$ cat src/logic/fpu_ss_pkg.sv
package fpu_ss_pkg;

  // register file size, one bit per register in the scoreboard
  localparam int unsigned NUM_REGS = 32;

  // instruction buffer entries
  localparam int unsigned BUF_DEPTH = 4;

  // cycles from issue to writeback strobe
  localparam int unsigned EXEC_LAT = 3;

  // operand and result value
  typedef logic [31:0] data_t;

  // register index
  typedef logic [4:0] reg_addr_t;

  // immediate of load-immediate, zero-extended in the pipeline
  typedef logic [15:0] imm_t;

  // buffer fill level, must reach BUF_DEPTH
  typedef logic [2:0] buf_cnt_t;

  // instruction opcodes
  // codes 5..7 are unused and decode as no-operand writers
  typedef enum logic [2:0] {
    OP_LI   = 3'd0,
    OP_MOV  = 3'd1,
    OP_ADD  = 3'd2,
    OP_SUB  = 3'd3,
    OP_MADD = 3'd4
  } opcode_e;

  // source of an operand slot
  // REG_A/B/C map to rs1/rs2/rs3
  typedef enum logic [1:0] {
    NONE  = 2'd0,
    REG_A = 2'd1,
    REG_B = 2'd2,
    REG_C = 2'd3
  } op_select_e;

endpackage : fpu_ss_pkg

$ cat src/logic/fpu_ss_regfile.sv
`timescale 1ns/10ps

module fpu_ss_regfile (
  input  logic                  clk_i,
  input  logic                  rst_ni,
  // read ports for rs1, rs2, rs3
  input  fpu_ss_pkg::reg_addr_t raddr_a_i,
  input  fpu_ss_pkg::reg_addr_t raddr_b_i,
  input  fpu_ss_pkg::reg_addr_t raddr_c_i,
  // bypass select per read port
  input  logic            [2:0] fwd_i,
  // single write port from the pipeline
  input  logic                  we_i,
  input  fpu_ss_pkg::reg_addr_t waddr_i,
  input  fpu_ss_pkg::data_t     wdata_i,
  output fpu_ss_pkg::data_t     rdata_a_o,
  output fpu_ss_pkg::data_t     rdata_b_o,
  output fpu_ss_pkg::data_t     rdata_c_o
);
  import fpu_ss_pkg::*;

  // register storage
  data_t regs_q [NUM_REGS];

  // write lands at the edge that ends the writeback cycle
  always_ff @(posedge clk_i or negedge rst_ni) begin
    if (!rst_ni) begin
      regs_q <= '{default: '0};
    end else if (we_i) begin
      regs_q[waddr_i] <= wdata_i;
    end
  end

  // the stored value is still stale during writeback, so take wdata
  assign rdata_a_o = fwd_i[0] ? wdata_i : regs_q[raddr_a_i];
  assign rdata_b_o = fwd_i[1] ? wdata_i : regs_q[raddr_b_i];
  assign rdata_c_o = fwd_i[2] ? wdata_i : regs_q[raddr_c_i];

endmodule : fpu_ss_regfile

$ cat config.mk
export PLATFORM = sky130hd
export DESIGN_NAME = fpu_ss_regfile
export DESIGN_NICKNAME = d
export VERILOG_FILES = /design/src/logic/fpu_ss_pkg.sv /design/src/logic/fpu_ss_regfile.sv
export SDC_FILE = /design/constraint.sdc
export NUM_CORES = 2
export LEC_CHECK = 0
export ABC_AREA = 0
export BUFFER_PORTS_ARGS = -buffer_cell sky130_fd_sc_hd__buf_4
export CAP_MARGIN = 20
export CORE_MARGIN = 2
export CORE_UTILIZATION = 25
export CTS_BUF_LIST = sky130_fd_sc_hd__clkbuf_4 sky130_fd_sc_hd__clkbuf_8
export DETAILED_ROUTE_END_ITERATION = 10
export GPL_ROUTABILITY_DRIVEN = 0
export RECOVER_POWER = 25
export SLEW_MARGIN = 20
export SYNTH_ARGS = -nofsm -noshare
export SYNTH_HDL_FRONTEND = slang
export SYNTH_SLANG_ARGS = --single-unit
$ cat constraint.sdc
create_clock -name clk_i -period 2.3 [get_ports clk_i]
set_input_delay 0.23 -clock clk_i [delete_from_list [all_inputs] [get_ports clk_i]]
set_output_delay 0.23 -clock clk_i [all_outputs]
set_load 0.02 [all_outputs]
Word level (Yosys, flattened, before mapping) --
Cells that the tools add are included.
Word-level totals: word-level logic and storage cells 57, ROM bits 0, output and inout port bits 96, bits in registers 1024, bits in latches 0, memory bits (writable) 0, memories kept 0
Cells by class: equality and inequality tests 0, div/mod/pow operators 0, bitwise operators 4, reduce and logical (&&, ||, !) cells 1, shifts and indexed selects 0, add/subtract/negate cells 0, muxes and demuxes 15, $mul 0, magnitude comparators 5
Operators by type and width (count):
- bitwise mux 1024 bit | 1
- binary-select mux 32 bit (select 5 bit) | 3
- two-way mux 32 bit | 10
- demux 32 bit (select 5 bit) | 1
- >= comparator 6 bit (second input constant) | 4
- NOT 5 -> 6 bit | 4
- < comparator 6 x 1 -> 1 bit (second input constant) | 1
- logical AND 1 bit | 1

Depth between registers and ports, before layout --
depth after elaboration 6, depth in mapped cells 8, depth with buffers taken out 5

Worst setup path after synthesis --
Ideal clock, no wire load.
path type input to output, start input raddr_b_i[0], end output rdata_b_o[30], arrival 1.867 ns, buffers on the path 4, setup slack 0.203 ns, cell stages on the path 8, required time 2.070 ns, cell sequence buf_4 > buf_8 > buf_12 > buf_8 > mux2i_1 > a221oi_1 > o22ai_1 > o41ai_2
Between the ends: cells in the longest elaborated chain, start to end 5
Ends and longest elaborated chain:
- start, declared | RTL line fpu_ss_regfile.sv:8 | input fpu_ss_pkg::reg_addr_t raddr_b_i,
- NOT 5 -> 6 bit (implied by the code) | RTL line fpu_ss_regfile.sv:36 | assign rdata_b_o = fwd_i[1] ? wdata_i : regs_q[raddr_b_i];
- binary-select mux 32 bit (select 5 bit) | RTL line fpu_ss_regfile.sv:36
- two-way mux 32 bit (implied by the code) (2 in a row) | RTL line fpu_ss_regfile.sv:36
- two-way mux 32 bit | RTL line fpu_ss_regfile.sv:36
- end, declared | RTL line fpu_ss_regfile.sv:17 | output fpu_ss_pkg::data_t rdata_b_o,
Every way passes these cells. The select of a mux whose other input is x is not followed.

Final worst setup path --
start register regs_q[592] (netlist bit), end output rdata_b_o[16]
Between the ends: cells in the longest elaborated chain, start to end 4
Ends and longest elaborated chain:
- start, declared | RTL line fpu_ss_regfile.sv:23 | data_t regs_q [NUM_REGS];
- start signal, assigned by index | RTL line fpu_ss_regfile.sv:30 | regs_q[waddr_i] <= wdata_i;
- binary-select mux 32 bit (select 5 bit) | RTL line fpu_ss_regfile.sv:36
- two-way mux 32 bit (implied by the code) (2 in a row) | RTL line fpu_ss_regfile.sv:36
- two-way mux 32 bit | RTL line fpu_ss_regfile.sv:36
Every way passes these cells. The select of a mux whose other input is x is not followed.

==> reports/results.tsv <==
stage	metric	value	unit
cells_and_area	top_regs	regs_q (1024)	
drt	vias_per_cell	5.538	
power	p_leak	38.64	nW
cells_and_area	area_growth	27.48	%
floorplan	initial_core_util	25.09	%
timing	slew_headroom	-52.93	%
yosys	netlist-cell-type-count	32	
cells_and_area	final_common_cell	mux2i_1	
placed_design	placed_cell_area	0.07664	mm2
global_routing	antenna_found_initial	19	
clocking	clock-sinks	1024	
timing	fmax	324.1	MHz
power	ir_drop	0.6445	mV
cells_and_area	fillerInstances	26300	
drt	dr.pass1.iters	5	
power	switching_share	33.70	%
power	internal_power	0.04044	W
placed_design	place_ws	-0.7906	ns
cells_and_area	largest_register	regs_q	
drt	wl	271300	um
cells_and_area	layout.nets	6177	
run_status	status	finished with violations	
clocking	clockBufferDepth	3	
yosys	synth_seq_cells	1024	
power	power.switching	0.02056	W
placed_design	hpwl	175300	um
yosys	ys_seq_area_share	38.97	%
floorplan	die_x	516.8	um
yosys	syn_inst	5496	
clocking	h-tree-depth	4	
drt	drtIter0Drc	5879	
critical_path	cp.required	2.07	ns
floorplan	core	0.2620	mm2
yosys	synth_nets	5554	
hold_path	worstHoldStart	waddr_i[1]	
drt	wl_per_cell	27.74	um
critical_path	startpoint	regs_q[592]$_DFFE_PN0P_	
timing	hold_viol	0	
drt	antenna_left	0	
global_routing	grt_pass1_vias	54980	
clocking	cts_root_buffer	clkbuf_8	
timing	setup-violations-final	544	
timing	min_period	3.086	ns
power	pwr-share-seq	41.4	%
timing	rsz0062_at_grt	true	
drt	num_vias	54150	
flow_run	cap_violations	1	
critical_path	path_class	reg2out	
critical_path	reg2reg_setup_slack	1.19	ns
timing	worst_pin_slew	2.294	ns
global_routing	grt_max_degree	91	
cells_and_area	largest_register_ffs	1024	
critical_path	arrival	2.86	ns
clocking	clk_latency	0.91	ns
floorplan	row_count	188	
timing	slew_viol_final	15	
yosys	synthesis.area	0.06575	mm2
power	pwr-share-clk	29.8	%
power	pwr-share-comb	28.7	%
clocking	clk_pin_slew_worst_paths	0.07	ns
cells_and_area	final_cells	9778	
yosys	yosysWarnings	0	
critical_path	cp_max_fo	4	
timing	whs	0.1267	ns
critical_path	setup.worst_path.start_class	flop	
timing	final.setup.tns	-112.01	ns
timing	fin_crit_sh	134.2	%
global_routing	grt_remaining_overflow	0	
cells_and_area	drive_gt1_share	40.20	%
yosys	postSynthAreaPerCell	11.96	um2
hold_path	hp-class	in2reg	
timing	setup_ws	-0.7857	ns
clocking	cts_tree	built	
cells_and_area	layout_common_cells	mux2i_1, dfrtp_1, mux2_2, buf_4, a22oi_1	
global_routing	grt_pass1_wl	390200	um
placed_design	port_buffers	153	
power	powerDensity	727.8	mW/mm2
floorplan	die-height	516.8	um
drt	drc_errors	0	
clocking	cts_made_buffers	168	
timing	skew	0	ns
placed_design	dpl.cell_count	9333	
floorplan	die-area	0.2671	mm2
floorplan	boundaryPins	154	
run_status	failed_checks	capacitance limit, slew limit, setup timing	
cells_and_area	fin_area	0.08381	mm2
global_routing	track_usage	19.69	%
critical_path	reg2reg_from	regs_q[614]$_DFFE_PN0P_	
critical_path	crit_path_end_kind	output port	
==> worst paths after layout <==
kind                                            to  depth (start not counted)
max in group asynchronous  regs_q[488]$_DFFE_PN0P_                          4
min                        regs_q[891]$_DFFE_PN0P_                          5
max                                  rdata_b_o[16]                          8
min in group asynchronous  regs_q[122]$_DFFE_PN0P_                          3
min reg2reg                 regs_q[37]$_DFFE_PN0P_                          1
max reg2reg                regs_q[614]$_DFFE_PN0P_                          4
==> cells by family after synthesis <==
logic type	share of synthesized area, %
and+or+nand+nor	1.108
DFF	38.97
AOI/OAI and AO/OA	14.26
muxes	40.92
buffers and inverters	4.735
==> what timing repair did <==
action | CTS | global route
pin swaps | 304 | 31
endpoints found under the setup margin | 96 | 96
hold endpoints to repair | 2048 | 0
buffers inserted | 95 | 17
hold buffers | 34 | 0
cloned | 0 | 0
gates resized for setup | 373 | 30
==> power groups by stage <==
stage / clock, W / combinational, W / sequential (W)
after floorplan: 0 / 0.0105 / 0.0243
after global placement: 0 / 0.0150 / 0.0252
after detailed placement: 0 / 0.0154 / 0.0255
after CTS: 0.0184 / 0.0171 / 0.0251
after global routing: 0.0193 / 0.0187 / 0.0257
final: 0.0182 / 0.0175 / 0.0253
==> stage by stage <==
| stage | power [W] | utilization (%) |
|---|---|---|
| floorplan | 0.03486 | - |
| global placement | 0.04022 | 29.25 |
| detailed placement | 0.04089 | 29.25 |
| CTS | 0.06065 | 31.89 |
| global route | 0.06369 | 31.98 |
| finish | 0.06100 | 31.98 |
==> area by class of cell <==
cell class,count,area [um2],area share (%)
antenna,12,30.03,0.03583
clock buffer,264,3302,3.940
clock inverter,38,402.9,0.4807
multi-input combinational,3881,39410,47.02
sequential,1024,25620,30.57
tap,3515,4398,5.247
timing repair buffer,1044,10650,12.71
==> per-layer routing <==
metal  wire, um  part of all wire (%)  vias up  GRT usage [%]
met5         49                 0.018        -              0
met1     114600                    42    27940          26.13
met3      23020                   8.5      727          4.232
met2     119800                    44     2870          29.85
met4      13830                   5.1        6          10.43
li1           -                     -    22610              -
==> cells in the mapped netlist, drive strengths merged <==
master / number / share of area [%]
nand3b: 4 / 0.046
nand3: 2 / 0.015
nor3: 1 / 0.0076
o41ai: 96 / 2.4
a22oi: 384 / 4.4
and2: 3 / 0.029
mux2: 1024 / 18
nand2: 116 / 0.66
a22o: 192 / 2.6
and3: 1 / 0.0095
a221oi: 192 / 2.6
o22ai: 96 / 0.91
nor2: 20 / 0.11
nor3b: 4 / 0.046
and3b: 1 / 0.013
nor2b: 6 / 0.057
nand2b: 6 / 0.057
a21oi: 192 / 1.5
or2: 4 / 0.038
buf: 266 / 2.7
or3b: 1 / 0.013
mux2i: 1536 / 23
clkbuf: 325 / 2.0
dfrtp: 1024 / 39
==> worst max-delay path, stage by stage, from the launching register on <==
cell and delay (ns):
dfrtp_1 0.39, mux2i_1 0.10, a22o_1 0.24, a221oi_2 0.20
o22ai_1 0.15, buf_4 0.18, o41ai_4 0.37, buf_4 0.19
buf_6 0.11
(Power assumes the default switching activity.)
