### config.mk
export PLATFORM = sky130hd
export DESIGN_NAME = fpu_ss_exec_pipe
export DESIGN_NICKNAME = d
export VERILOG_FILES = /design/src/logic/fpu_ss_pkg.sv /design/src/logic/fpu_ss_exec_pipe.sv
export SDC_FILE = /design/constraint.sdc
export NUM_CORES = 1
export LEC_CHECK = 0
export ABC_AREA = 1
export BUFFER_PORTS_ARGS = -buffer_cell sky130_fd_sc_hd__buf_2
export CAP_MARGIN = 20
export CORE_ASPECT_RATIO = 0.5
export CORE_MARGIN = 10
export CORE_UTILIZATION = 25
export CTS_CLUSTER_SIZE = 30
export DETAILED_ROUTE_END_ITERATION = 10
export PLACE_DENSITY = 0.4
export SYNTH_ARGS = -nofsm -noshare
export SYNTH_HDL_FRONTEND = slang
export SYNTH_SLANG_ARGS = --single-unit
### constraint.sdc
create_clock -name clk_i -period 6.5 [get_ports clk_i]
set_input_delay 0.325 -clock clk_i [delete_from_list [all_inputs] [get_ports clk_i]]
set_output_delay 0.325 -clock clk_i [all_outputs]
set_load 0.1 [all_outputs]
### src/logic/fpu_ss_pkg.sv
package fpu_ss_pkg;

  // register file size, one bit per register in the scoreboard
  localparam int unsigned NUM_REGS = 32;

  // instruction buffer entries
  localparam int unsigned BUF_DEPTH = 4;

  // cycles from issue to writeback strobe
  localparam int unsigned EXEC_LAT = 3;

  // operand and result value
  typedef logic [31:0] data_t;

  // register index
  typedef logic [4:0] reg_addr_t;

  // immediate of load-immediate, zero-extended in the pipeline
  typedef logic [15:0] imm_t;

  // buffer fill level, must reach BUF_DEPTH
  typedef logic [2:0] buf_cnt_t;

  // instruction opcodes
  // codes 5..7 are unused and decode as no-operand writers
  typedef enum logic [2:0] {
    OP_LI   = 3'd0,
    OP_MOV  = 3'd1,
    OP_ADD  = 3'd2,
    OP_SUB  = 3'd3,
    OP_MADD = 3'd4
  } opcode_e;

  // source of an operand slot
  // REG_A/B/C map to rs1/rs2/rs3
  typedef enum logic [1:0] {
    NONE  = 2'd0,
    REG_A = 2'd1,
    REG_B = 2'd2,
    REG_C = 2'd3
  } op_select_e;

endpackage : fpu_ss_pkg

### src/logic/fpu_ss_exec_pipe.sv
`timescale 1ns/10ps

module fpu_ss_exec_pipe (
  input  logic                  clk_i,
  input  logic                  rst_ni,
  // issue side
  input  logic                  in_valid_i,
  input  fpu_ss_pkg::opcode_e   in_op_i,
  input  fpu_ss_pkg::reg_addr_t in_rd_i,
  input  fpu_ss_pkg::data_t     in_a_i,
  input  fpu_ss_pkg::data_t     in_b_i,
  input  fpu_ss_pkg::data_t     in_c_i,
  input  fpu_ss_pkg::imm_t      in_imm_i,
  // writeback side
  output logic                  out_valid_o,
  output fpu_ss_pkg::reg_addr_t out_rd_o,
  output fpu_ss_pkg::data_t     out_data_o
);
  import fpu_ss_pkg::*;

  // valid bit per stage
  logic s1_valid_q;
  logic s2_valid_q;
  logic s3_valid_q;

  // stage 1, captured operands
  opcode_e   s1_op_q;
  reg_addr_t s1_rd_q;
  data_t     s1_a_q;
  data_t     s1_b_q;
  data_t     s1_c_q;
  imm_t      s1_imm_q;

  // stage 2, x is product or passed a, y the addend
  opcode_e   s2_op_q;
  reg_addr_t s2_rd_q;
  data_t     s2_x_q;
  data_t     s2_y_q;
  imm_t      s2_imm_q;

  // stage 3, final result
  reg_addr_t s3_rd_q;
  data_t     s3_data_q;

  // no stall anywhere, valids just shift
  always_ff @(posedge clk_i or negedge rst_ni) begin
    if (!rst_ni) begin
      s1_valid_q <= 1'b0;
      s2_valid_q <= 1'b0;
      s3_valid_q <= 1'b0;
    end else begin
      s1_valid_q <= in_valid_i;
      s2_valid_q <= s1_valid_q;
      s3_valid_q <= s2_valid_q;
    end
  end

  always_ff @(posedge clk_i) begin
    s1_op_q  <= in_op_i;
    s1_rd_q  <= in_rd_i;
    s1_a_q   <= in_a_i;
    s1_b_q   <= in_b_i;
    s1_c_q   <= in_c_i;
    s1_imm_q <= in_imm_i;

    s2_op_q  <= s1_op_q;
    s2_rd_q  <= s1_rd_q;
    s2_imm_q <= s1_imm_q;
    // multiply part of madd, low 32 bits kept
    if (s1_op_q == OP_MADD) begin
      s2_x_q <= s1_a_q * s1_b_q;
      s2_y_q <= s1_c_q;
    end else begin
      s2_x_q <= s1_a_q;
      s2_y_q <= s1_b_q;
    end

    s3_rd_q <= s2_rd_q;
    case (s2_op_q)
      OP_LI:           s3_data_q <= {16'b0, s2_imm_q};
      OP_MOV:          s3_data_q <= s2_x_q;
      OP_ADD, OP_MADD: s3_data_q <= s2_x_q + s2_y_q;
      OP_SUB:          s3_data_q <= s2_x_q - s2_y_q;
      default:         s3_data_q <= '0;
    endcase
  end

  assign out_valid_o = s3_valid_q;
  assign out_rd_o    = s3_rd_q;
  assign out_data_o  = s3_data_q;

endmodule : fpu_ss_exec_pipe

* Word level (Yosys, flattened, before mapping)
Cells that the tools add are included.
Word-level totals: bits in registers 248, bits of input ports 123, output and inout bits 38, logic and storage cells 29
Cells by class: add/subtract/negate cells 2, multiply operators 1, eq/ne operators 5, muxes and demuxes 3, reduce and logical (&&, ||, !) cells 2
Operators by type and width (number):
- $pmux W32 S4 | 1
- $mux W32 | 2
- $add A32 B32 Y32 | 1
- $mul A32 B32 Y32 | 1
- $sub A32 B32 Y32 | 1
- $eq A3 B2 Y1 const B | 2
- $eq A3 B3 Y1 const B | 2
- $eq A3 B1 Y1 const B | 1
- $logic_not A3 Y1 | 1
- $reduce_or A2 Y1 | 1

* Logic depth before layout (Yosys ltp)
Gate-level depths: netlist (run 1).
depth in word-level cells 3, mapped depth 36, gate-level depth less buffers 34

* Least setup slack after synthesis (run 1)
Ideal clock, no wire load.
path type reg-to-reg, from register s1_b_q[6], to register s2_x_q[24], setup time 0.114 ns, arrival time 6.305 ns, data required time 6.386 ns, setup slack 0.082 ns, stages on the path, launching flop included 26, path buffers 2, clock period less this slack 6.418 ns, cells stage by stage dfxtp_1 -> clkbuf_1 -> buf_1 -> nand2_1 -> inv_1 -> fa_1 -> fa_1 -> fa_1 -> inv_1 -> fa_1 -> inv_1 -> fa_1 -> inv_1 -> fa_1 -> inv_1 -> fa_1 -> fa_1 -> ha_1 -> a21oi_1 -> o21ai_0 -> a21oi_1 -> nand3_1 -> a21o_1 -> or2_2 -> nand3_1 -> nand2_1
On the way: word-level cells in the longest chain between the ends 2
RTL lines:
- start, declared | RTL line fpu_ss_exec_pipe.sv:30 | data_t s1_b_q;
- start signal, assigned | RTL line fpu_ss_exec_pipe.sv:62 | s1_b_q <= in_b_i;
- $mul A32 B32 Y32 | RTL line fpu_ss_exec_pipe.sv:71 | s2_x_q <= s1_a_q * s1_b_q;
- $mux W32 | RTL line fpu_ss_exec_pipe.sv:70 | if (s1_op_q == OP_MADD) begin
- end signal, assigned | RTL line fpu_ss_exec_pipe.sv:71
- end signal, assigned | RTL line fpu_ss_exec_pipe.sv:74 | s2_x_q <= s1_a_q;
- end, declared | RTL line fpu_ss_exec_pipe.sv:37 | data_t s2_x_q;
No other way between the ends.

* Final worst setup path (run 1)
from register s1_a_q[13], to register s2_x_q[26]
On the way: word-level cells in the longest chain between the ends 2
RTL lines:
- start, declared | RTL line fpu_ss_exec_pipe.sv:29 | data_t s1_a_q;
- start signal, assigned | RTL line fpu_ss_exec_pipe.sv:61 | s1_a_q <= in_a_i;
- $mul A32 B32 Y32 | RTL line fpu_ss_exec_pipe.sv:71
- $mux W32 | RTL line fpu_ss_exec_pipe.sv:70
No other way between the ends.

==> metrics, run 1 <==
H-tree levels 1; slowest stage delay, CP 0.56 ns; Slew @ Worst Pin 0.792 ns; Slew Limit Fails 0; Initial Util 0.254; DRT Wirelength 93.1 mm; final setup fails 0; commonest non-fill, non-tap cell in the layout nand2_1; Post-synth EDFFs 0; Critical Path RT 7.00 ns; startpoint types flip-flop; CTS buffer count 28; Layout area overhead 27.1%; gr ovfl total 0; Die H 246 um; total number of yosys warnings 0; CP Data Arrival Time 6.88 ns; setup slack at placement -0.157 ns; input/output buffers 160; Final Hold Fails 0; ys flop type dfxtp_1; # rows 82; layout cell share with drive strength beyond 1 0.156; Tmin final 6.38 ns; met1 Use GR 0.225; syn nets 4,002; Finished Layout Cells 5,087; I/O pin count 161; Pre-Repair DR Iteration Count 5; post-synth cell types 52; DP Cell Count 4,882; crit-path max FO 8; sequential-to-total area share from yosys stat 0.195; vias in the first global route 22,500; Seq cells post-synth 248; HP Class flip-flop to flip-flop; Clock Path Buffers 3; die footprint 0.116 mm2; dpl hpwl 75.8 mm; gr usage total 0.158; cell with the most instances on the worst path fa_1; crit path launch s1_a_q[13]$_DFF_P_; Synth Cell Area 0.0256 mm2; Total Nets Final 4,407; RD Place Congestion 0.850; status complete, no violations; crit end category flip-flop; most frequent cells in the layout nand2_1 (989), inv_1 (827), fa_1 (392); mean routed wirelength per cell 18.3 um; met2 GRT Util 0.250; worst r2r dst s2_x_q[26]$_DFF_P_; Cells after Synth 3,315; met3 GRT Util 0.0280; final setup TNS 0 ns; r2r worst-path depth 26; Min Hold Slack 0.323 ns; largest net degree at the start of global routing 58; slowest CP cell fa_1; CTS Root Cell clkbuf_16; initial drt markers 1,197; core area 0.101 mm2; CTS tree yes; reg2reg setup slack 0.12 ns; initial antenna violation count 3; RSZ-0062 raised after global routing true; clock skew after layout 0.0273 ns; Rel. slew slack 0.471; final worst-path cycle share 0.982; antenna-violating nets left 0; clock sinks 248; # DRC 0; vias per cell 4.22; Mapped Avg Cell Area 7.72 um2; CP Class flip-flop to flip-flop; Clock Latency Late Sink 0.63 ns; grt peak-use layer met2; CP endpoint s2_x_q[26]$_DFF_P_; number of max-cap violations 0; R2R Path Start s1_a_q[13]$_DFF_P_; first-pass GRT wire length 140 mm; via count 21,500; CTS clk-pin slew, worst paths 0.07 ns; setup slack after layout 0.119 ns; Die X 472 um; ys async rst share 0.0121; fmax 157 MHz
how the worst min path moves through the flow:
stage / start / end / slack [ns] / cells after the start
finish: s2_rd_q[0]$_DFF_P_ / out_rd_o[0]$_DFF_P_ / 0.32 / 0
global route: in_b_i[14] / s1_b_q[14]$_DFF_P_ / 0.28 / 2
CTS: in_b_i[13] / s1_b_q[13]$_DFF_P_ / 0.27 / 2
detailed placement: rst_ni / s1_valid_q$_DFF_PN0_ / 0.12 / 1
global placement: rst_ni / s2_valid_q$_DFF_PN0_ / 0.12 / 1
floorplan: rst_ni / out_valid_o$_DFF_PN0_ / 0.03 / 0
synth_stat cells, types with 16 or more instances:
cell	count	area [um2]
o21ai_0	60	300
clkbuf_1	91	342
a21oi_1	78	390
buf_1	16	60.1
fa_1	409	8190
dfxtp_1	245	4900
xor2_1	33	289
inv_1	838	3150
xnor2_1	16	140
nor2_1	98	368
nand3_1	91	455
ha_1	155	1940
nand2_1	1000	3750
state kept, by name, indices dropped and copies added (netlist names), 5 cells and up:
signal,cells
s2_y_q,32
out_rd_o,5
s1_b_q,32
s2_rd_q,5
s1_c_q,32
s2_imm_q,16
s1_imm_q,16
s1_a_q,32
out_data_o,32
s1_rd_q,5
s2_x_q,32
logic make-up after synthesis:
logic type / after synthesis / synth area share
buffers and inverters: 977 / 0.146
AOI/OAI and AO/OA: 208 / 0.0469
DFF: 248 / 0.195
adders and majority gates: 564 / 0.396
and+or+nand+nor: 1269 / 0.200
xor gates and xnor gates: 49 / 0.0168
worst max-delay path: cells and delay by family (launching register included):
family                   cells  cell delay, ns
XOR/XNOR                     1            0.12
buffers and inverters        7            0.52
adder cells (fa/ha/maj)      9            4.30
AND/OR/NAND/NOR              7            0.71
AO/OA/AOI/OAI                2            0.21
flip-flops                   1            0.37
per-stage QoR:
step                 util  area [um2]
finish              0.323       32500
global route        0.323       32500
CTS                 0.316       31900
detailed placement  0.293       29500
global placement    0.293       29500
floorplan               -       25600
area by class of cell:
| type | instances | area [um2] |
|---|---|---|
| multi-input cells | 2090 | 17300 |
| clock inverters | 19 | 241 |
| fillers | 10700 | 68300 |
| repair buffers | 506 | 4370 |
| inverters | 846 | 3180 |
| flip-flops and latches | 248 | 5020 |
| clock buffers | 33 | 739 |
| diodes | 1 | 2.50 |
| well taps | 1344 | 1680 |
timing repair:
action | 4_1_cts | 5_1_grt
resized for setup | 25 | 118
pin swaps | 3 | 36
buffers inserted | 3 | 22
setup endpoints to repair | 6 | 22
gates cloned | 1 | 3
hold buffers | 123 | 0
hold endpoints to repair | 124 | 0
routing by layer:
metal	wire, um	share of wire
met5	0	0
met4	1750	0.019
met3	5060	0.054
met2	41200	0.44
met1	45100	0.48
Power of run 1 is left out: the tool's default activity adds up to more than one toggle a clock period on the data nets, which glitch-free logic cannot reach.
==> run 2, diff against run 1 <==
--- a/config.mk
+++ b/config.mk
@@ -9,7 +9,7 @@
 export BUFFER_PORTS_ARGS = -buffer_cell sky130_fd_sc_hd__buf_2
 export CAP_MARGIN = 20
 export CORE_ASPECT_RATIO = 0.5
-export CORE_MARGIN = 10
+export CORE_MARGIN = 2
 export CORE_UTILIZATION = 25
 export CTS_CLUSTER_SIZE = 30
 export DETAILED_ROUTE_END_ITERATION = 10
==> metrics, run 2 (same netlist as run 1, synthesis figures left out) <==
Clock Latency Late Sink 0.64 ns; fmax 157 MHz; RD Place Congestion 0.893; Layout area overhead 29.1%; Die H 230 um; number of max-cap violations 0; CTS clk-pin slew, worst paths 0.06 ns; startpoint types flip-flop; DP Cell Count 4,881; final worst-path cycle share 0.982; CP Depth 23; Total Nets Final 4,423; largest net degree at the start of global routing 58; CTS tree yes; final setup fails 0; Clock Path Buffers 3; Initial Util 0.254; die footprint 0.105 mm2; slowest stage delay, CP 0.57 ns; initial drt markers 1,379; final setup TNS 0 ns; CP bufs+invs 7; Pre-Repair DR Iteration Count 6; antenna-violating nets left 0; Slew Limit Fails 0; initial antenna violation count 2; Finished Layout Cells 5,101; worst r2r dst s2_x_q[30]$_DFF_P_; worst path cell trace buf_12, buf_4, nand2_1, fa_1, inv_1, fa_2, fa_1, inv_1, fa_1, fa_2, fa_1, inv_2, fa_1, fa_2, ha_4, inv_2, nor3_2, buf_4, nand2_1, o2111a_1, nand2_1, nand2_1, a31oi_2; H-tree levels 1; core area 0.101 mm2; via count 21,600; Tmin final 6.38 ns; Critical Path RT 7.03 ns; commonest non-fill, non-tap cell in the layout nand2_1; vias per cell 4.23; R2R Path Start s1_b_q[11]$_DFF_P_; first-pass GRT wire length 140 mm; post-layout instance area 0.0330 mm2; layout cell share with drive strength beyond 1 0.174; placed inst area 0.0295 mm2; CTS buffer count 28; CTS Root Cell clkbuf_16; slowest CP cell fa_1; status complete, no violations; CP endpoint s2_x_q[30]$_DFF_P_; CP Class flip-flop to flip-flop; crit end category flip-flop; mean routed wirelength per cell 18.4 um; crit-path max FO 14; reg2reg setup slack 0.12 ns; gr usage total 0.175; clock skew after layout 0.0321 ns; Die X 456 um; RSZ-0062 raised after global routing true; r2r worst-path depth 23; DRT Wirelength 94.1 mm; input/output buffers 160; I/O pin count 161; crit path launch s1_b_q[11]$_DFF_P_; dpl hpwl 75.2 mm; Final Hold Fails 0; cell with the most instances on the worst path fa_1; gr ovfl total 0; critical path's top delay family adder cells; # DRC 0; CP Data Arrival Time 6.91 ns; clock sinks 248; vias in the first global route 22,800; # rows 82; Rel. slew slack 0.412; HP Class primary input to flip-flop; Slew @ Worst Pin 0.880 ns; most frequent cells in the layout nand2_1 (977), inv_1 (816), fa_1 (381)
==> run 2: cell types whose count changed in the layout (fill, tap and decap cells not counted), sizes merged <==
cell,change
buf,+12
clkbuf,+9
bufinv,+3
clkinv,-3
clkinvlp,-3
inv,-3
bufbuf,-1
==> run 2: per-stage QoR <==
stage,setup WS [ns],hold WS (ns),util
6_report,0.117,0.319,0.328
5_1_grt,-0.0880,0.279,0.328
4_1_cts,0.00423,0.268,0.317
3_5_place_dp,-0.199,0.125,0.293
3_3_place_gp,-0.176,0.120,0.293
2_1_floorplan,0.0817,0.0294,-
==> run 2: how the worst min path moves through the flow <==
stage	endpoint	depth (start not counted)	from
after detailed placement	out_valid_o$_DFF_PN0_	1	rst_ni
after global placement	out_valid_o$_DFF_PN0_	1	rst_ni
after global routing	s1_b_q[13]$_DFF_P_	2	in_b_i[13]
after floorplan	out_valid_o$_DFF_PN0_	0	rst_ni
final	s1_b_q[23]$_DFF_P_	2	in_b_i[23]
after CTS	s1_b_q[23]$_DFF_P_	2	in_b_i[23]
==> run 2: cell type report <==
type | count | area (um2)
diodes | 1 | 2.50
clock buffers | 37 | 795
clock inverters | 13 | 256
fillers | 10700 | 67800
inverters | 846 | 3180
multi-input cells | 2090 | 17500
flip-flops and latches | 248 | 5040
well taps | 1344 | 1680
repair buffers | 522 | 4580
==> run 2: repair_timing <==
item,in CTS,in global routing
resized for setup,24,188
endpoints found under the setup margin,9,21
cloned,0,7
buffers inserted,9,29
hold buffers,123,0
pin swaps,3,76
endpoints found under the hold margin,124,0
==> run 2: layer usage <==
metal,GRT usage,share of wire,routed length [um]
met5,0,0,0
met4,0.0270,0.015,1440
met3,0.0209,0.045,4190
met2,0.283,0.45,42100
met1,0.255,0.49,46400
Power of run 2 is left out for the same reason.
