--- src/logic/fpu_ss_pkg.sv ---
package fpu_ss_pkg;

  // register file size, one bit per register in the scoreboard
  localparam int unsigned NUM_REGS = 32;

  // instruction buffer entries
  localparam int unsigned BUF_DEPTH = 4;

  // cycles from issue to writeback strobe
  localparam int unsigned EXEC_LAT = 3;

  // operand and result value
  typedef logic [31:0] data_t;

  // register index
  typedef logic [4:0] reg_addr_t;

  // immediate of load-immediate, zero-extended in the pipeline
  typedef logic [15:0] imm_t;

  // buffer fill level, must reach BUF_DEPTH
  typedef logic [2:0] buf_cnt_t;

  // instruction opcodes
  // codes 5..7 are unused and decode as no-operand writers
  typedef enum logic [2:0] {
    OP_LI   = 3'd0,
    OP_MOV  = 3'd1,
    OP_ADD  = 3'd2,
    OP_SUB  = 3'd3,
    OP_MADD = 3'd4
  } opcode_e;

  // source of an operand slot
  // REG_A/B/C map to rs1/rs2/rs3
  typedef enum logic [1:0] {
    NONE  = 2'd0,
    REG_A = 2'd1,
    REG_B = 2'd2,
    REG_C = 2'd3
  } op_select_e;

endpackage : fpu_ss_pkg

--- src/logic/fpu_ss_issue_controller.sv ---
`timescale 1ns/10ps

module fpu_ss_issue_controller (
  input  logic                         clk_i,
  input  logic                         rst_ni,
  // head of the instruction buffer
  input  logic                         head_valid_i,
  input  logic                         rd_writes_i,
  input  fpu_ss_pkg::op_select_e [2:0] op_select_i,
  input  fpu_ss_pkg::reg_addr_t        rd_i,
  input  fpu_ss_pkg::reg_addr_t        rs1_i,
  input  fpu_ss_pkg::reg_addr_t        rs2_i,
  input  fpu_ss_pkg::reg_addr_t        rs3_i,
  // writeback of the execution pipeline
  input  logic                         wb_valid_i,
  input  fpu_ss_pkg::reg_addr_t        wb_rd_i,
  // issue strobe, also pops the buffer
  output logic                         issue_valid_o,
  // per source forwarding select
  output logic                   [2:0] fwd_o
);
  import fpu_ss_pkg::*;

  // one pending-write bit per register
  logic [NUM_REGS-1:0] rd_scoreboard_q;
  logic [NUM_REGS-1:0] rd_scoreboard_d;

  // source is used by any operand slot
  logic use_rs1;
  logic use_rs2;
  logic use_rs3;

  // dependencies
  logic dep_rs1;
  logic dep_rs2;
  logic dep_rs3;
  logic dep_rs;
  logic dep_rd;

  assign use_rs1 = (op_select_i[0] == REG_A) | (op_select_i[1] == REG_A) |
                   (op_select_i[2] == REG_A);
  assign use_rs2 = (op_select_i[0] == REG_B) | (op_select_i[1] == REG_B) |
                   (op_select_i[2] == REG_B);
  assign use_rs3 = (op_select_i[0] == REG_C) | (op_select_i[1] == REG_C) |
                   (op_select_i[2] == REG_C);

  // read-after-write against any write still in flight
  assign dep_rs1 = head_valid_i & use_rs1 & rd_scoreboard_q[rs1_i];
  assign dep_rs2 = head_valid_i & use_rs2 & rd_scoreboard_q[rs2_i];
  assign dep_rs3 = head_valid_i & use_rs3 & rd_scoreboard_q[rs3_i];

  // a pending source that retires this cycle is taken from the writeback bus
  assign fwd_o[0] = dep_rs1 & wb_valid_i & (rs1_i == wb_rd_i);
  assign fwd_o[1] = dep_rs2 & wb_valid_i & (rs2_i == wb_rd_i);
  assign fwd_o[2] = dep_rs3 & wb_valid_i & (rs3_i == wb_rd_i);

  assign dep_rs = (dep_rs1 & ~fwd_o[0]) | (dep_rs2 & ~fwd_o[1]) | (dep_rs3 & ~fwd_o[2]);

  // write-after-write, unless the older write leaves this cycle
  // results retire in order so the newer write still lands last
  assign dep_rd = rd_writes_i & rd_scoreboard_q[rd_i] & ~(wb_valid_i & (wb_rd_i == rd_i));

  assign issue_valid_o = head_valid_i & ~dep_rs & ~dep_rd;

  // scoreboard update
  always_comb begin
    rd_scoreboard_d = rd_scoreboard_q;
    // clear before set, so a same-register issue keeps the bit
    if (wb_valid_i) begin
      rd_scoreboard_d[wb_rd_i] = 1'b0;
    end
    if (issue_valid_o & rd_writes_i) begin
      rd_scoreboard_d[rd_i] = 1'b1;
    end
  end

  always_ff @(posedge clk_i or negedge rst_ni) begin
    if (!rst_ni) begin
      rd_scoreboard_q <= '0;
    end else begin
      rd_scoreboard_q <= rd_scoreboard_d;
    end
  end

  // every result in the pipeline was registered at issue
  a_wb_pending: assert property (@(posedge clk_i) disable iff (!rst_ni)
    wb_valid_i |-> rd_scoreboard_q[wb_rd_i]) else $error("writeback to idle register");

endmodule : fpu_ss_issue_controller

--- config.mk ---
export PLATFORM = sky130hd
export DESIGN_NAME = fpu_ss_issue_controller
export DESIGN_NICKNAME = d
export VERILOG_FILES = /design/src/logic/fpu_ss_pkg.sv /design/src/logic/fpu_ss_issue_controller.sv
export SDC_FILE = /design/constraint.sdc
export NUM_CORES = 1
export LEC_CHECK = 0
export BUFFER_PORTS_ARGS = -buffer_cell sky130_fd_sc_hd__buf_2
export CELL_PAD_IN_SITES_DETAIL_PLACEMENT = 1
export CELL_PAD_IN_SITES_GLOBAL_PLACEMENT = 1
export CORE_ASPECT_RATIO = 0.9
export CORE_MARGIN = 1
export CORE_UTILIZATION = 41
export DETAILED_ROUTE_END_ITERATION = 7
export PLACE_DENSITY = 0.77
export SYNTH_ARGS = -nofsm -noshare
export SYNTH_HDL_FRONTEND = slang
export SYNTH_SLANG_ARGS = --single-unit
--- constraint.sdc ---
create_clock -name clk_i -period 2.03 [get_ports clk_i]
set_clock_uncertainty 0.1 [all_clocks]
set_input_delay 0.1015 -clock clk_i [delete_from_list [all_inputs] [get_ports clk_i]]
set_output_delay 0.1015 -clock clk_i [all_outputs]
set_load 0.005 [all_outputs]
# Word level (Yosys, flattened, before mapping)
# Cells that the tools add are included.
dict set report op_classes {
  n_shift 0
  n_eq_ne 13
  mul 0
  bitwise_logic 38
  n_div 0
  reduce_logical 2
  n_mux 14
  n_addsub 0
  magnitude_cmp 7
}
# operator n
set op_table {}
lappend op_table {{$mux W32} 2}
lappend op_table {{$and A32 B32 Y32} 1}
lappend op_table {{$not A32 Y32} 1}
lappend op_table {{$or A32 B32 Y32} 1}
lappend op_table {{$lt A5 B6 Y1 const B} 5}
lappend op_table {{$and A1 B1 Y1} 21}
lappend op_table {{$bmux W1 S5} 4}
lappend op_table {{$eq A5 B5 Y1} 4}
lappend op_table {{$eq A2 B2 Y1 const B} 6}
lappend op_table {{$demux W1 S5} 2}
lappend op_table {{$ge A5 B1 Y1 const B} 2}
lappend op_table {{$or A1 B1 Y1} 8}
lappend op_table {{$eq A2 B1 Y1 const B} 3}
lappend op_table {{$mux W1} 6}
lappend op_table {{$not A1 Y1} 6}
lappend op_table {{$logic_and A1 B1 Y1} 2}
dict set report totals {
  latch_bits 0
  ram_bits 0
  n_memories 0
  register_bits 32
  in_bits 36
  out_inout_bits 4
  mem_bits_ro 0
  wordCells 75
}

# Depth between registers and ports, before layout
# Gate-level depths: netlist (run 1).
dict set report logic_depth {
  ltp_word 16
  ltp_mapped 10
  ltp_nobuf 7
}

# Worst setup path before layout (run 1)
# OpenSTA, ideal clock, no wires.
dict set report synth_timing {
  kind {reg2reg}
  startpoint {reg rd_scoreboard_q[15]}
  endpoint {reg rd_scoreboard_q[7]}
  n_path_buf 1
  period_less_slack_ps 2126
  required_time_ps 1833
  arrival_time_ps 1928
  path_slack_ps -96
  setup_time_ps 97
  path_stages_with_launch 9
  cell_sequence {dfrtp_1 > mux4_2 > nor2b_1 > a221oi_2 > a31oi_1 > a31oi_1 > nand3_2 > buf_6 > o31ai_1}
}
dict set report synth_via {
  elab_chain_len 14
  word_cells_on_any_way 33
  classes_between {mux: 9; bitwise: 24}
}
# element line
set synth_lines {}
lappend synth_lines {{start: declaration} fpu_ss_issue_controller.sv:25} ;# logic [NUM_REGS-1:0] rd_scoreboard_q;
lappend synth_lines {{start signal: assignment} fpu_ss_issue_controller.sv:81} ;# rd_scoreboard_q <= rd_scoreboard_d;
lappend synth_lines {{$bmux W1 S5, on equally long branches} {fpu_ss_issue_controller.sv:48, fpu_ss_issue_controller.sv:49}}
lappend synth_lines {{$mux W1, on equally long branches} {fpu_ss_issue_controller.sv:48, fpu_ss_issue_controller.sv:49}}
lappend synth_lines {{$and A1 B1 Y1, on equally long branches} {fpu_ss_issue_controller.sv:48, fpu_ss_issue_controller.sv:49}}
lappend synth_lines {{$and A1 B1 Y1, on equally long branches (2 in series)} {fpu_ss_issue_controller.sv:53, fpu_ss_issue_controller.sv:54}}
lappend synth_lines {{$not A1 Y1} fpu_ss_issue_controller.sv:57} ;# assign dep_rs = (dep_rs1 & ~fwd_o[0]) | (dep_rs2 & ~fwd_o[1]) | (dep_rs3 & ~fwd_o[2]);
lappend synth_lines {{$and A1 B1 Y1} fpu_ss_issue_controller.sv:57}
lappend synth_lines {{$or A1 B1 Y1 (2 in series)} fpu_ss_issue_controller.sv:57}
lappend synth_lines {{$not A1 Y1} fpu_ss_issue_controller.sv:63} ;# assign issue_valid_o = head_valid_i & ~dep_rs & ~dep_rd;
lappend synth_lines {{$and A1 B1 Y1} fpu_ss_issue_controller.sv:63}
lappend synth_lines {{$and A1 B1 Y1 (*)} fpu_ss_issue_controller.sv:63}
lappend synth_lines {{$and A1 B1 Y1 (*)} fpu_ss_issue_controller.sv:72} ;# if (issue_valid_o & rd_writes_i) begin
lappend synth_lines {{$mux W32 (*)} fpu_ss_issue_controller.sv:72}
lappend synth_lines {{via rd_scoreboard_d[7]} fpu_ss_issue_controller.sv:26} ;# logic [NUM_REGS-1:0] rd_scoreboard_d;
# Mark *: on every way through the listed nets, which the timed path passes. The rest lies on a longest branch. The select of a mux whose other input is x is not followed.

# Final worst setup path (run 1)
dict set report layout_timing {
  startpoint {reg rd_scoreboard_q[17]}
  endpoint {reg rd_scoreboard_q[14]}
}
# The elaborated chain is that of the path after synthesis.

==> results of run 1 <==
cell type report:
cell class / count / area share, %
tap: 93 / 2.66
timing repair buffer: 117 / 19.7
sequential: 32 / 18.5
multi-input combinational: 250 / 56.0
inverter: 10 / 0.860
clock buffer: 7 / 2.21
worst max-delay path: stages (launching register included):
cell and delay (ns):
dfrtp_1 0.44, buf_6 0.14, mux4_2 0.50, a221oi_2 0.38, a31oi_1 0.17, a31oi_1 0.21, nand3_2 0.16, buf_12 0.16
buf_4 0.21, o31ai_2 0.33
power groups by stage:
stage	logic, mW	registers, mW	clock network (mW)
finish	1.28	0.887	0.560
global route	1.32	0.887	0.577
CTS	1.12	0.860	0.546
detailed placement	0.906	0.869	0
global placement	0.863	0.854	0
floorplan	0.518	0.823	0
cell usage after synthesis (4+ instances only):
cell type and n:
mux2i_1 60, o21ai_0 36, dfrtp_1 32, o31ai_1 25, xor2_1 12, inv_1 10, nand2_1 10, a22oi_1 9
nand3_1 9, nand3b_1 9, xnor2_1 8, mux4_2 7, nor2_1 7, o31ai_2 7, buf_4 6, buf_6 6
clkbuf_1 6, nor2b_1 5, buf_2 4
per-stage QoR:
stage	instances	utilization (%)	setup TNS (ns)	instance area [µm²]
final	509	61.1	-24.77	4370
after floorplan	316	-	-1.77	3080
after global routing	509	61.1	-24.63	4370
after CTS	509	58.8	-14.21	4200
after detailed placement	490	52.1	-8.62	3730
after global placement	490	52.1	-6.76	3730
metal layers:
metal	up-vias	global-route usage [%]	part of all wire (%)
met5	-	0	0
met4	0	27.4	6.1
met3	87	6.79	9.0
met2	263	61.6	47
met1	1763	46.8	38
li1	1421	-	-
final timing paths:
path                                           from             endpoint  slack [ns]  cells past startpoint
min in group clk_i                          rd_i[3]  rd_scoreboard_q[25]        0.35                      4
worst max-delay path            rd_scoreboard_q[17]  rd_scoreboard_q[14]       -0.90                      9
worst max register to register  rd_scoreboard_q[17]  rd_scoreboard_q[14]       -0.90                      9
worst min register to register   rd_scoreboard_q[1]   rd_scoreboard_q[1]        0.56                      2
worst min-delay path                         rst_ni  rd_scoreboard_q[21]        0.34                      2
max in group asynchronous                    rst_ni   rd_scoreboard_q[0]        0.93                      2
placed cells by master (no fill, tap or decap), types with 3 or more instances in the layout:
cell type / instances
a22oi_1: 7
buf_2: 39
buf_4: 67
buf_6: 7
clkbuf_8: 7
dfrtp_1: 26
dfrtp_2: 6
inv_1: 10
mux2i_1: 56
mux2i_2: 4
mux4_2: 9
nand2_1: 10
nand3_1: 9
nand3b_1: 9
nand4_1: 3
nor2_1: 6
nor2b_1: 4
nor4_1: 3
o21ai_0: 36
o21ai_1: 3
o22ai_1: 3
o31ai_2: 9
o31ai_4: 22
or3b_1: 3
or3b_2: 3
xnor2_1: 8
xor2_1: 12
cells by family after synthesis:
| family | after synthesis |
|---|---|
| simple gates | 63 |
| compound gates | 97 |
| mux | 70 |
| buf+inv | 34 |
| flops | 32 |
| xor+xnor | 20 |
timing repair:
item / CTS / global route
hold buffers: 1 / 0
pin swaps: 17 / 3
buffers inserted: 9 / 0
resized for setup: 52 / 26
cloned: 2 / 0
endpoints found under the hold margin: 32 / 0
endpoints found under the setup margin: 36 / 36
==> run summary, run 1 <==
outcome -> finished with violations
failing checks -> setup timing
drt via density -> 6.94
Remaining Overflow, GRT -> 0
Post-synth EDFFs -> 0
Num CTS Buffers -> 5
wire length per cell -> 29.8 µm
number of max-cap violations -> 0
combinational power share -> 46.8%
CP Data Arrival Time -> 3.00 ns
Filler Cells Inserted -> 783
WHS -> 0.339 ns
Syn Area/Cell -> 9.73 µm²
max reg flops -> 32
TritonCTS clock tree -> done
post-synth top area share -> 26.0%
vias -> 3,534
die area -> 7850 µm²
Top-Level Pins -> 40
Power, Total -> 2.72 mW
Hold Violations, Final -> 0
Sw Ratio -> 40.0%
Achievable Freq -> 342 MHz
Largest Register -> rd_scoreboard_q
vias in the first global route -> 3,805
clock latency on the worst-skew pair -> 0.29 ns
Final Max Tran Viols -> 0
crit share post-route -> 144%
Reg power frac -> 32.6%
DP HPWL -> 9.25 mm
P per Cell Area -> 623 nW/µm²
IO buf count -> 39
mux cell area share after synthesis -> 27.2%
Yosys reg bits -> 32
Post-Synth XOR/XNOR Area -> 5.70%
CP required -> 2.10 ns
setup slack after layout -> -0.896 ns
Clock power frac -> 20.6%
largest net degree at the start of global routing -> 33
DRC -> 0
initial antenna violation count -> 0
area of the multi-input gates -> 2450 µm²
first-pass GRT wire length -> 22.2 mm
Post-Syn Area -> 3070 µm²
Starting Density -> 43.0%
Yosys cell types -> 45
HP Class -> in -> async
biggest regs -> rd_scoreboard_q (32)
worst vdd ir -> 0.759 mV
routed wire length -> 15.2 mm
Seq. cell area -> 808 µm²
n_diodes -> 0
number of H-tree levels -> 2
core area -> 7150 µm²
Final nets -> 452
Synth Area in Adders -> 0%
layout cells sized above 1 -> 45.4%
Slew @ Worst Pin -> 0.840 ns
die height -> 84.2 µm
Post-Place Setup Slack -> -0.327 ns
Critical Path End Type -> register
cell types occupying the most area after synthesis -> dfrtp_1 (26%), mux2i_1 (20%), o31ai_1 (6.1%), o21ai_0 (5.9%), mux4_2 (5.1%)
crit path kind -> reg -> reg
post-synth top area cell -> dfrtp_1
Main synth FF type -> dfrtp_1
Synth warnings -> 0
Slew headroom -> 43.9%
synthesized net count -> 352
Iteration-0 DRC Markers -> 294
async set or reset register ratio after synthesis -> 100%
Area Growth Syn to Fin -> 42.0%
DRT antenna net count -> 0
Clock Pin Slew Worst Setup and Hold Paths -> 0.07 ns
Pint -> 1.63 mW
First-pass DRT Iterations -> 5
RSZ-0062 raised after global routing -> true
Setup crit start kind -> register
Synth Area in Compound Gates -> 21.9%
Total GRT Usage -> 38.5%
Final Setup Violations -> 36
GP Congestion -> 0.991
total net switching power -> 1.09 mW
FP Rows -> 29
Die X-Extent -> 93.3 µm
main combinational cell family by area after synthesis -> multiplexers
simple-gate share of the synthesized area -> 12.2%
crit path time final -> 2.93 ns
Bufs on Longest Clock Path -> 2
Seq/Total Area, Yosys -> 26.0%
Mapped Cells -> 316
CTS sink cnt -> 32
CP Max Fanout -> 12
Lkg Pwr -> 1.85 nW
clock root cell -> clkbuf_8
No activity file was read; power rests on OpenSTA's default activity.
==> run 2, diff against run 1 <==
--- a/config.mk
+++ b/config.mk
@@ -6,12 +6,13 @@
 export NUM_CORES = 1
 export LEC_CHECK = 0
 export BUFFER_PORTS_ARGS = -buffer_cell sky130_fd_sc_hd__buf_2
-export CELL_PAD_IN_SITES_DETAIL_PLACEMENT = 1
+export CELL_PAD_IN_SITES_DETAIL_PLACEMENT = 0
 export CELL_PAD_IN_SITES_GLOBAL_PLACEMENT = 1
 export CORE_ASPECT_RATIO = 0.9
 export CORE_MARGIN = 1
 export CORE_UTILIZATION = 41
 export DETAILED_ROUTE_END_ITERATION = 7
+export GPL_TIMING_DRIVEN = 1
 export PLACE_DENSITY = 0.77
 export SYNTH_ARGS = -nofsm -noshare
 export SYNTH_HDL_FRONTEND = slang
==> run 2 against run 1 <==
  * Global-route usage is 8.5 points lower
  * Core utilization is 0.51 points lower
  * Largest power group unchanged
  * Cell count is 0.20% lower
  * Hold slack worse by 0.044 ns
  * Cell area is 0.83% lower
  * The run still ends with setup timing left
  * Sequential power is 3.3% lower
  * First-iteration DRC count is 17% lower
  * Non-clock buffer count is 2 lower
  * Worst setup slack better by 0.45 ns
  * Via count is 9.5% lower
==> run summary, run 2 (synthesis results as in run 1) <==
layout cells sized above 1 -> 44.8% (-0.61 points)
DP HPWL -> 8.13 mm (-12%)
TritonCTS clock tree -> done
vias -> 3,199 (-9.5%)
max reg flops -> 32 (unchanged)
RSZ-0062 raised after global routing -> true
die area -> 7850 µm² (unchanged)
Remaining Overflow, GRT -> 0 (unchanged)
Final nets -> 450 (-0.44%)
worst vdd ir -> 0.487 mV (-36%)
wire length per cell -> 22.9 µm (-23%)
Num CTS Buffers -> 5 (unchanged)
First-pass DRT Iterations -> 4 (-1)
HP Class -> in -> reg
number of max-cap violations -> 0 (unchanged)
Largest Register -> rd_scoreboard_q
Top-Level Pins -> 40 (unchanged)
FP Rows -> 29 (unchanged)
Pint -> 1.74 mW (+6.6%)
Core Util, Final -> 60.6% (-0.51 points)
Bufs on Longest Clock Path -> 2 (unchanged)
Slew @ Worst Pin -> 0.925 ns (+0.0854 ns)
P per Cell Area -> 624 nW/µm² (+0.15%)
die height -> 84.2 µm (unchanged)
IO buf count -> 39 (unchanged)
Reg power frac -> 31.7% (-0.9 points)
crit share post-route -> 122% (-22 points)
CTS sink cnt -> 32 (unchanged)
drt via density -> 6.30 (-9.3%)
CP Data Arrival Time -> 2.28 ns (-0.72 ns)
clock latency on the worst-skew pair -> 0.29 ns (about the same)
Placed Area -> 3730 µm² (unchanged)
initial antenna violation count -> 0 (unchanged)
crit path time final -> 2.48 ns (-0.446 ns)
vias in the first global route -> 3,101 (-19%)
Die X-Extent -> 93.3 µm (unchanged)
core area -> 7150 µm² (unchanged)
Final Cell Area -> 4330 µm² (-0.83%)
Final Setup Violations -> 35 (-2.8%)
DRT antenna net count -> 0 (unchanged)
number of H-tree levels -> 2 (unchanged)
commonest cells after routing, fill and taps aside -> buf_4 (70), mux2i_1 (57), buf_2 (39)
Post-Place Setup Slack -> -0.264 ns (+0.0632 ns)
Achievable Freq -> 403 MHz (+18%)
setup slack after layout -> -0.451 ns (+0.446 ns)
clock root cell -> clkbuf_8
largest net degree at the start of global routing -> 33 (unchanged)
Area Growth Syn to Fin -> 40.9%
failing checks -> setup timing
combinational power share -> 43.1% (-3.7 points)
n_diodes -> 0 (unchanged)
CP required -> 1.83 ns (-0.27 ns)
Slew headroom -> 38.2% (-5.7 points)
Starting Density -> 43.0% (unchanged)
most common cell after layout, fill and taps aside -> buf_4
crit path kind -> reg -> out
total net switching power -> 0.962 mW (-12%)
Critical Path End Type -> output pin
Total GRT Usage -> 30.0% (-8.5 points)
WHS -> 0.295 ns (-0.0439 ns)
routed wire length -> 11.6 mm (-23%)
TNS Setup -> -12.17 ns (+12.60 ns)
Clock Pin Slew Worst Setup and Hold Paths -> 0.07 ns (about the same)
DRC -> 0 (unchanged)
Lkg Pwr -> 1.84 nW (-0.54%)
first-pass GRT wire length -> 17.5 mm (-21%)
biggest regs -> rd_scoreboard_q (32)
Final Max Tran Viols -> 0 (unchanged)
Iteration-0 DRC Markers -> 244 (-17%)
Setup crit start kind -> register
CP Max Fanout -> 3 (-9)
Clock power frac -> 25.2% (+4.6 points)
Hold Violations, Final -> 0 (unchanged)
Sw Ratio -> 35.6% (-4.4 points)
GP Congestion -> 0.991 (unchanged)
outcome -> finished with violations
run 2: cell type report:
class / instances / area, µm²
Multi-Input combinational cell: 250 / 2410
Timing Repair Buffer: 115 / 828
Clock buffer: 7 / 96.3
Clock inverter: 1 / 30.0
Sequential cell: 32 / 811
Tap cell: 93 / 116
Inverter: 10 / 37.5
Fill cell: 599 / 2820
run 2: worst paths after layout:
kind / startpoint / to / cells past startpoint / slack [ns]
min in group asynchronous: rst_ni / rd_scoreboard_q[30] / 2 / 0.31
max in group asynchronous: rst_ni / rd_scoreboard_q[3] / 2 / 0.99
hold reg to reg: rd_scoreboard_q[12] / rd_scoreboard_q[12] / 2 / 0.48
setup reg to reg: rd_scoreboard_q[15] / rd_scoreboard_q[14] / 9 / -0.43
hold / removal: rd_i[3] / rd_scoreboard_q[25] / 4 / 0.29
setup / recovery: rd_scoreboard_q[15] / issue_valid_o / 10 / -0.45
run 2: repair_timing:
item,CTS,global route
cloned,2,0
pin swaps,10,13
buffers inserted,7,0
resized for setup,38,32
hold buffers,1,0
endpoints found under the setup margin,36,36
endpoints found under the hold margin,32,0
run 2: through the flow:
| step | power (mW) | cells |
|---|---|---|
| 2_1_floorplan | 1.34 | 316 |
| 3_3_place_gp | 1.72 | 490 |
| 3_5_place_dp | 1.74 | 490 |
| 4_1_cts | 2.58 | 508 |
| 5_1_grt | 2.81 | 508 |
| 6_report | 2.70 | 508 |
run 2: power by group through the flow:
stage	Combinational, mW	Clock (mW)	Sequential (mW)
after floorplan	0.518	0	0.823
after global placement	0.863	0	0.854
after detailed placement	0.881	0	0.859
after CTS	1.04	0.690	0.847
after global routing	1.23	0.712	0.863
final	1.16	0.682	0.858
run 2: worst max-delay path, stage by stage, from the launching register on:
cell and delay [ns]:
dfrtp_1 0.37, buf_4 0.13, mux2i_1 0.07, mux4_2 0.48, nor3b_1 0.15, a31oi_1 0.20
nand4_1 0.16, nand3_2 0.15, buf_12 0.12, nor2_4 0.03, buf_2 0.13
run 2: routing by layer:
layer	vias to the layer above	part of all wire [%]	track usage (%)	wire length, µm
li1	1428	-	-	-
met1	1555	41	40.1	4720
met2	181	46	48.1	5400
met3	35	10	7.07	1170
met4	0	3.1	9.51	366
met5	-	0	0	0
==> run 3, diff against run 2 <==
--- a/config.mk
+++ b/config.mk
@@ -14,6 +14,7 @@
 export DETAILED_ROUTE_END_ITERATION = 7
 export GPL_TIMING_DRIVEN = 1
 export PLACE_DENSITY = 0.77
+export RECOVER_POWER = 100
 export SYNTH_ARGS = -nofsm -noshare
 export SYNTH_HDL_FRONTEND = slang
 export SYNTH_SLANG_ARGS = --single-unit
==> run 3 against run 2 <==
  * Worst setup slack worse by 0.0023 ns
  * The run still ends with setup timing left
  * Critical path depth unchanged
  * Clock-buffer cell count did not move
  * Cell count did not move
  * Wire length increased by 0.56%
  * Critical path type unchanged
  * Cell area did not move
==> run summary, run 3 (synthesis results as in run 1) <==
Die X-Extent -> 93.3 µm (unchanged)
flop-to-flop setup slack -> -0.42 ns (about the same)
largest net degree at the start of global routing -> 33 (unchanged)
IO buf count -> 39 (unchanged)
CP Max Fanout -> 3 (unchanged)
TritonCTS clock tree -> done
Seq. cell area -> 811 µm² (unchanged)
Clock Pin Slew Worst Setup and Hold Paths -> 0.08 ns (about the same)
WHS -> 0.291 ns (-0.00387 ns)
Total GRT Usage -> 30.0% (unchanged)
setup slack after layout -> -0.453 ns (-0.00230 ns)
Remaining Overflow, GRT -> 0 (unchanged)
crit share post-route -> 122% (about the same)
Bufs on Longest Clock Path -> 2 (unchanged)
Final Max Tran Viols -> 0 (unchanged)
commonest cells after routing, fill and taps aside -> buf_4 (70), mux2i_1 (57), buf_2 (38)
DRT antenna net count -> 0 (unchanged)
number of max-cap violations -> 0 (unchanged)
first-pass GRT wire length -> 17.5 mm (unchanged)
drt via density -> 6.28 (-0.22%)
Final Setup Violations -> 35 (unchanged)
core area -> 7150 µm² (unchanged)
crit path kind -> reg -> out
biggest regs -> rd_scoreboard_q (32)
fin cells -> 508 (unchanged)
Critical Path End Type -> output pin
Power, Total -> 2.71 mW (+0.17%)
Final nets -> 450 (unchanged)
Filler Cells Inserted -> 599 (unchanged)
Area Growth Syn to Fin -> 40.9% (unchanged)
CP required -> 1.83 ns (about the same)
Placed Area -> 3730 µm² (unchanged)
Top-Level Pins -> 40 (unchanged)
DP HPWL -> 8.13 mm (unchanged)
crit path from -> rd_scoreboard_q[15]
Starting Density -> 43.0% (unchanged)
clock latency on the worst-skew pair -> 0.29 ns (about the same)
Largest Register -> rd_scoreboard_q
die height -> 84.2 µm (unchanged)
outcome -> finished with violations
HP Class -> in -> reg
FP Rows -> 29 (unchanged)
die area -> 7850 µm² (unchanged)
Core Util, Final -> 60.6% (unchanged)
initial antenna violation count -> 0 (unchanged)
P per Cell Area -> 625 nW/µm² (+0.17%)
CP Data Arrival Time -> 2.28 ns (about the same)
wire length per cell -> 23.1 µm (+0.56%)
failing checks -> setup timing
number of H-tree levels -> 2 (unchanged)
Lkg Pwr -> 1.84 nW (about the same)
worst reg-to-reg path cell count -> 9 (unchanged)
GP Congestion -> 0.991 (unchanged)
max reg flops -> 32 (unchanged)
CTS sink cnt -> 32 (unchanged)
DRC -> 0 (unchanged)
clock root cell -> clkbuf_8
worst vdd ir -> 0.487 mV (about the same)
worst reg2reg path startpoint -> rd_scoreboard_q[15]
Hold Violations, Final -> 0 (unchanged)
most common cell after layout, fill and taps aside -> buf_4
placed insts -> 490 (unchanged)
Achievable Freq -> 403 MHz (about the same)
Post-Place Setup Slack -> -0.264 ns (unchanged)
Final Cell Area -> 4330 µm² (unchanged)
Slew headroom -> 36.4% (-1.7 points)
crit path time final -> 2.48 ns (+0.00230 ns)
First-pass DRT Iterations -> 5 (+1)
n_diodes -> 0 (unchanged)
vias in the first global route -> 3,101 (unchanged)
layout cells sized above 1 -> 44.8% (unchanged)
vias -> 3,192 (-0.22%)
RSZ-0062 raised after global routing -> true
end point of the critical path -> issue_valid_o
Num CTS Buffers -> 5 (unchanged)
Slew @ Worst Pin -> 0.951 ns (+0.0257 ns)
TNS Setup -> -12.10 ns (+0.0736 ns)
routed wire length -> 11.7 mm (+0.56%)
Setup crit start kind -> register
Worst R2R End -> rd_scoreboard_q[14]
Iteration-0 DRC Markers -> 244 (unchanged)
area of the multi-input gates -> 2410 µm² (unchanged)
## run 3: changes by cell type in the layout (fill, tap and decap cells not counted), sizes merged
cell and delta:
buf -1, clkbuf +1
## run 3: critical path: stages, from the launching register on
cell and delay, ns:
dfrtp_1 0.37, buf_4 0.13, mux2i_1 0.07, mux4_2 0.49, nor3b_1 0.16, a31oi_1 0.19, nand4_1 0.15, nand3_2 0.15
buf_12 0.12, nor2_4 0.03, buf_2 0.13
## run 3: final cells by class
type | instances | area share (%)
multi-input cells | 250 | 55.7
repair buffers | 115 | 19.1
flip-flops and latches | 32 | 18.7
well taps | 93 | 2.69
clock buffers | 7 | 2.22
inverters | 10 | 0.867
clock inverters | 1 | 0.693
## run 3: how the worst min path moves through the flow
| stage | from | to | slack, ns | cells after the start |
|---|---|---|---|---|
| after global placement | rst_ni | rd_scoreboard_q[24] | 0.09 | 1 |
| after detailed placement | rst_ni | rd_scoreboard_q[26] | 0.1 | 1 |
| after global routing | rd_writes_i | rd_scoreboard_q[7] | 0.31 | 4 |
| after floorplan | rst_ni | rd_scoreboard_q[0] | -0.29 | 0 |
| after CTS | rd_writes_i | rd_scoreboard_q[7] | 0.24 | 4 |
| final | rd_writes_i | rd_scoreboard_q[7] | 0.29 | 4 |
## run 3: per-layer routing
layer / wire length [µm] / global-route usage, % / part of all wire, % / up-vias
met1: 4830 / 40.1 / 41 / 1566
met2: 5530 / 48.1 / 47 / 175
met3: 1020 / 7.07 / 8.7 / 28
met4: 331 / 9.51 / 2.8 / 0
li1: - / - / - / 1423
met5: 0 / 0 / 0 / -
## run 3: report_power, final
group / total, mW / switching [mW] / internal (mW)
sequential: 0.858 / 0.122 / 0.735
combinational: 1.16 / 0.592 / 0.573
clock: 0.686 / 0.253 / 0.433
## run 3: what timing repair did
item | CTS | global route
pin swaps | 10 | 13
endpoints found under the hold margin | 32 | 0
gates cloned | 2 | 0
endpoints found under the setup margin | 36 | 36
buffers inserted | 7 | 0
gates resized for setup | 38 | 32
hold buffers | 1 | 0
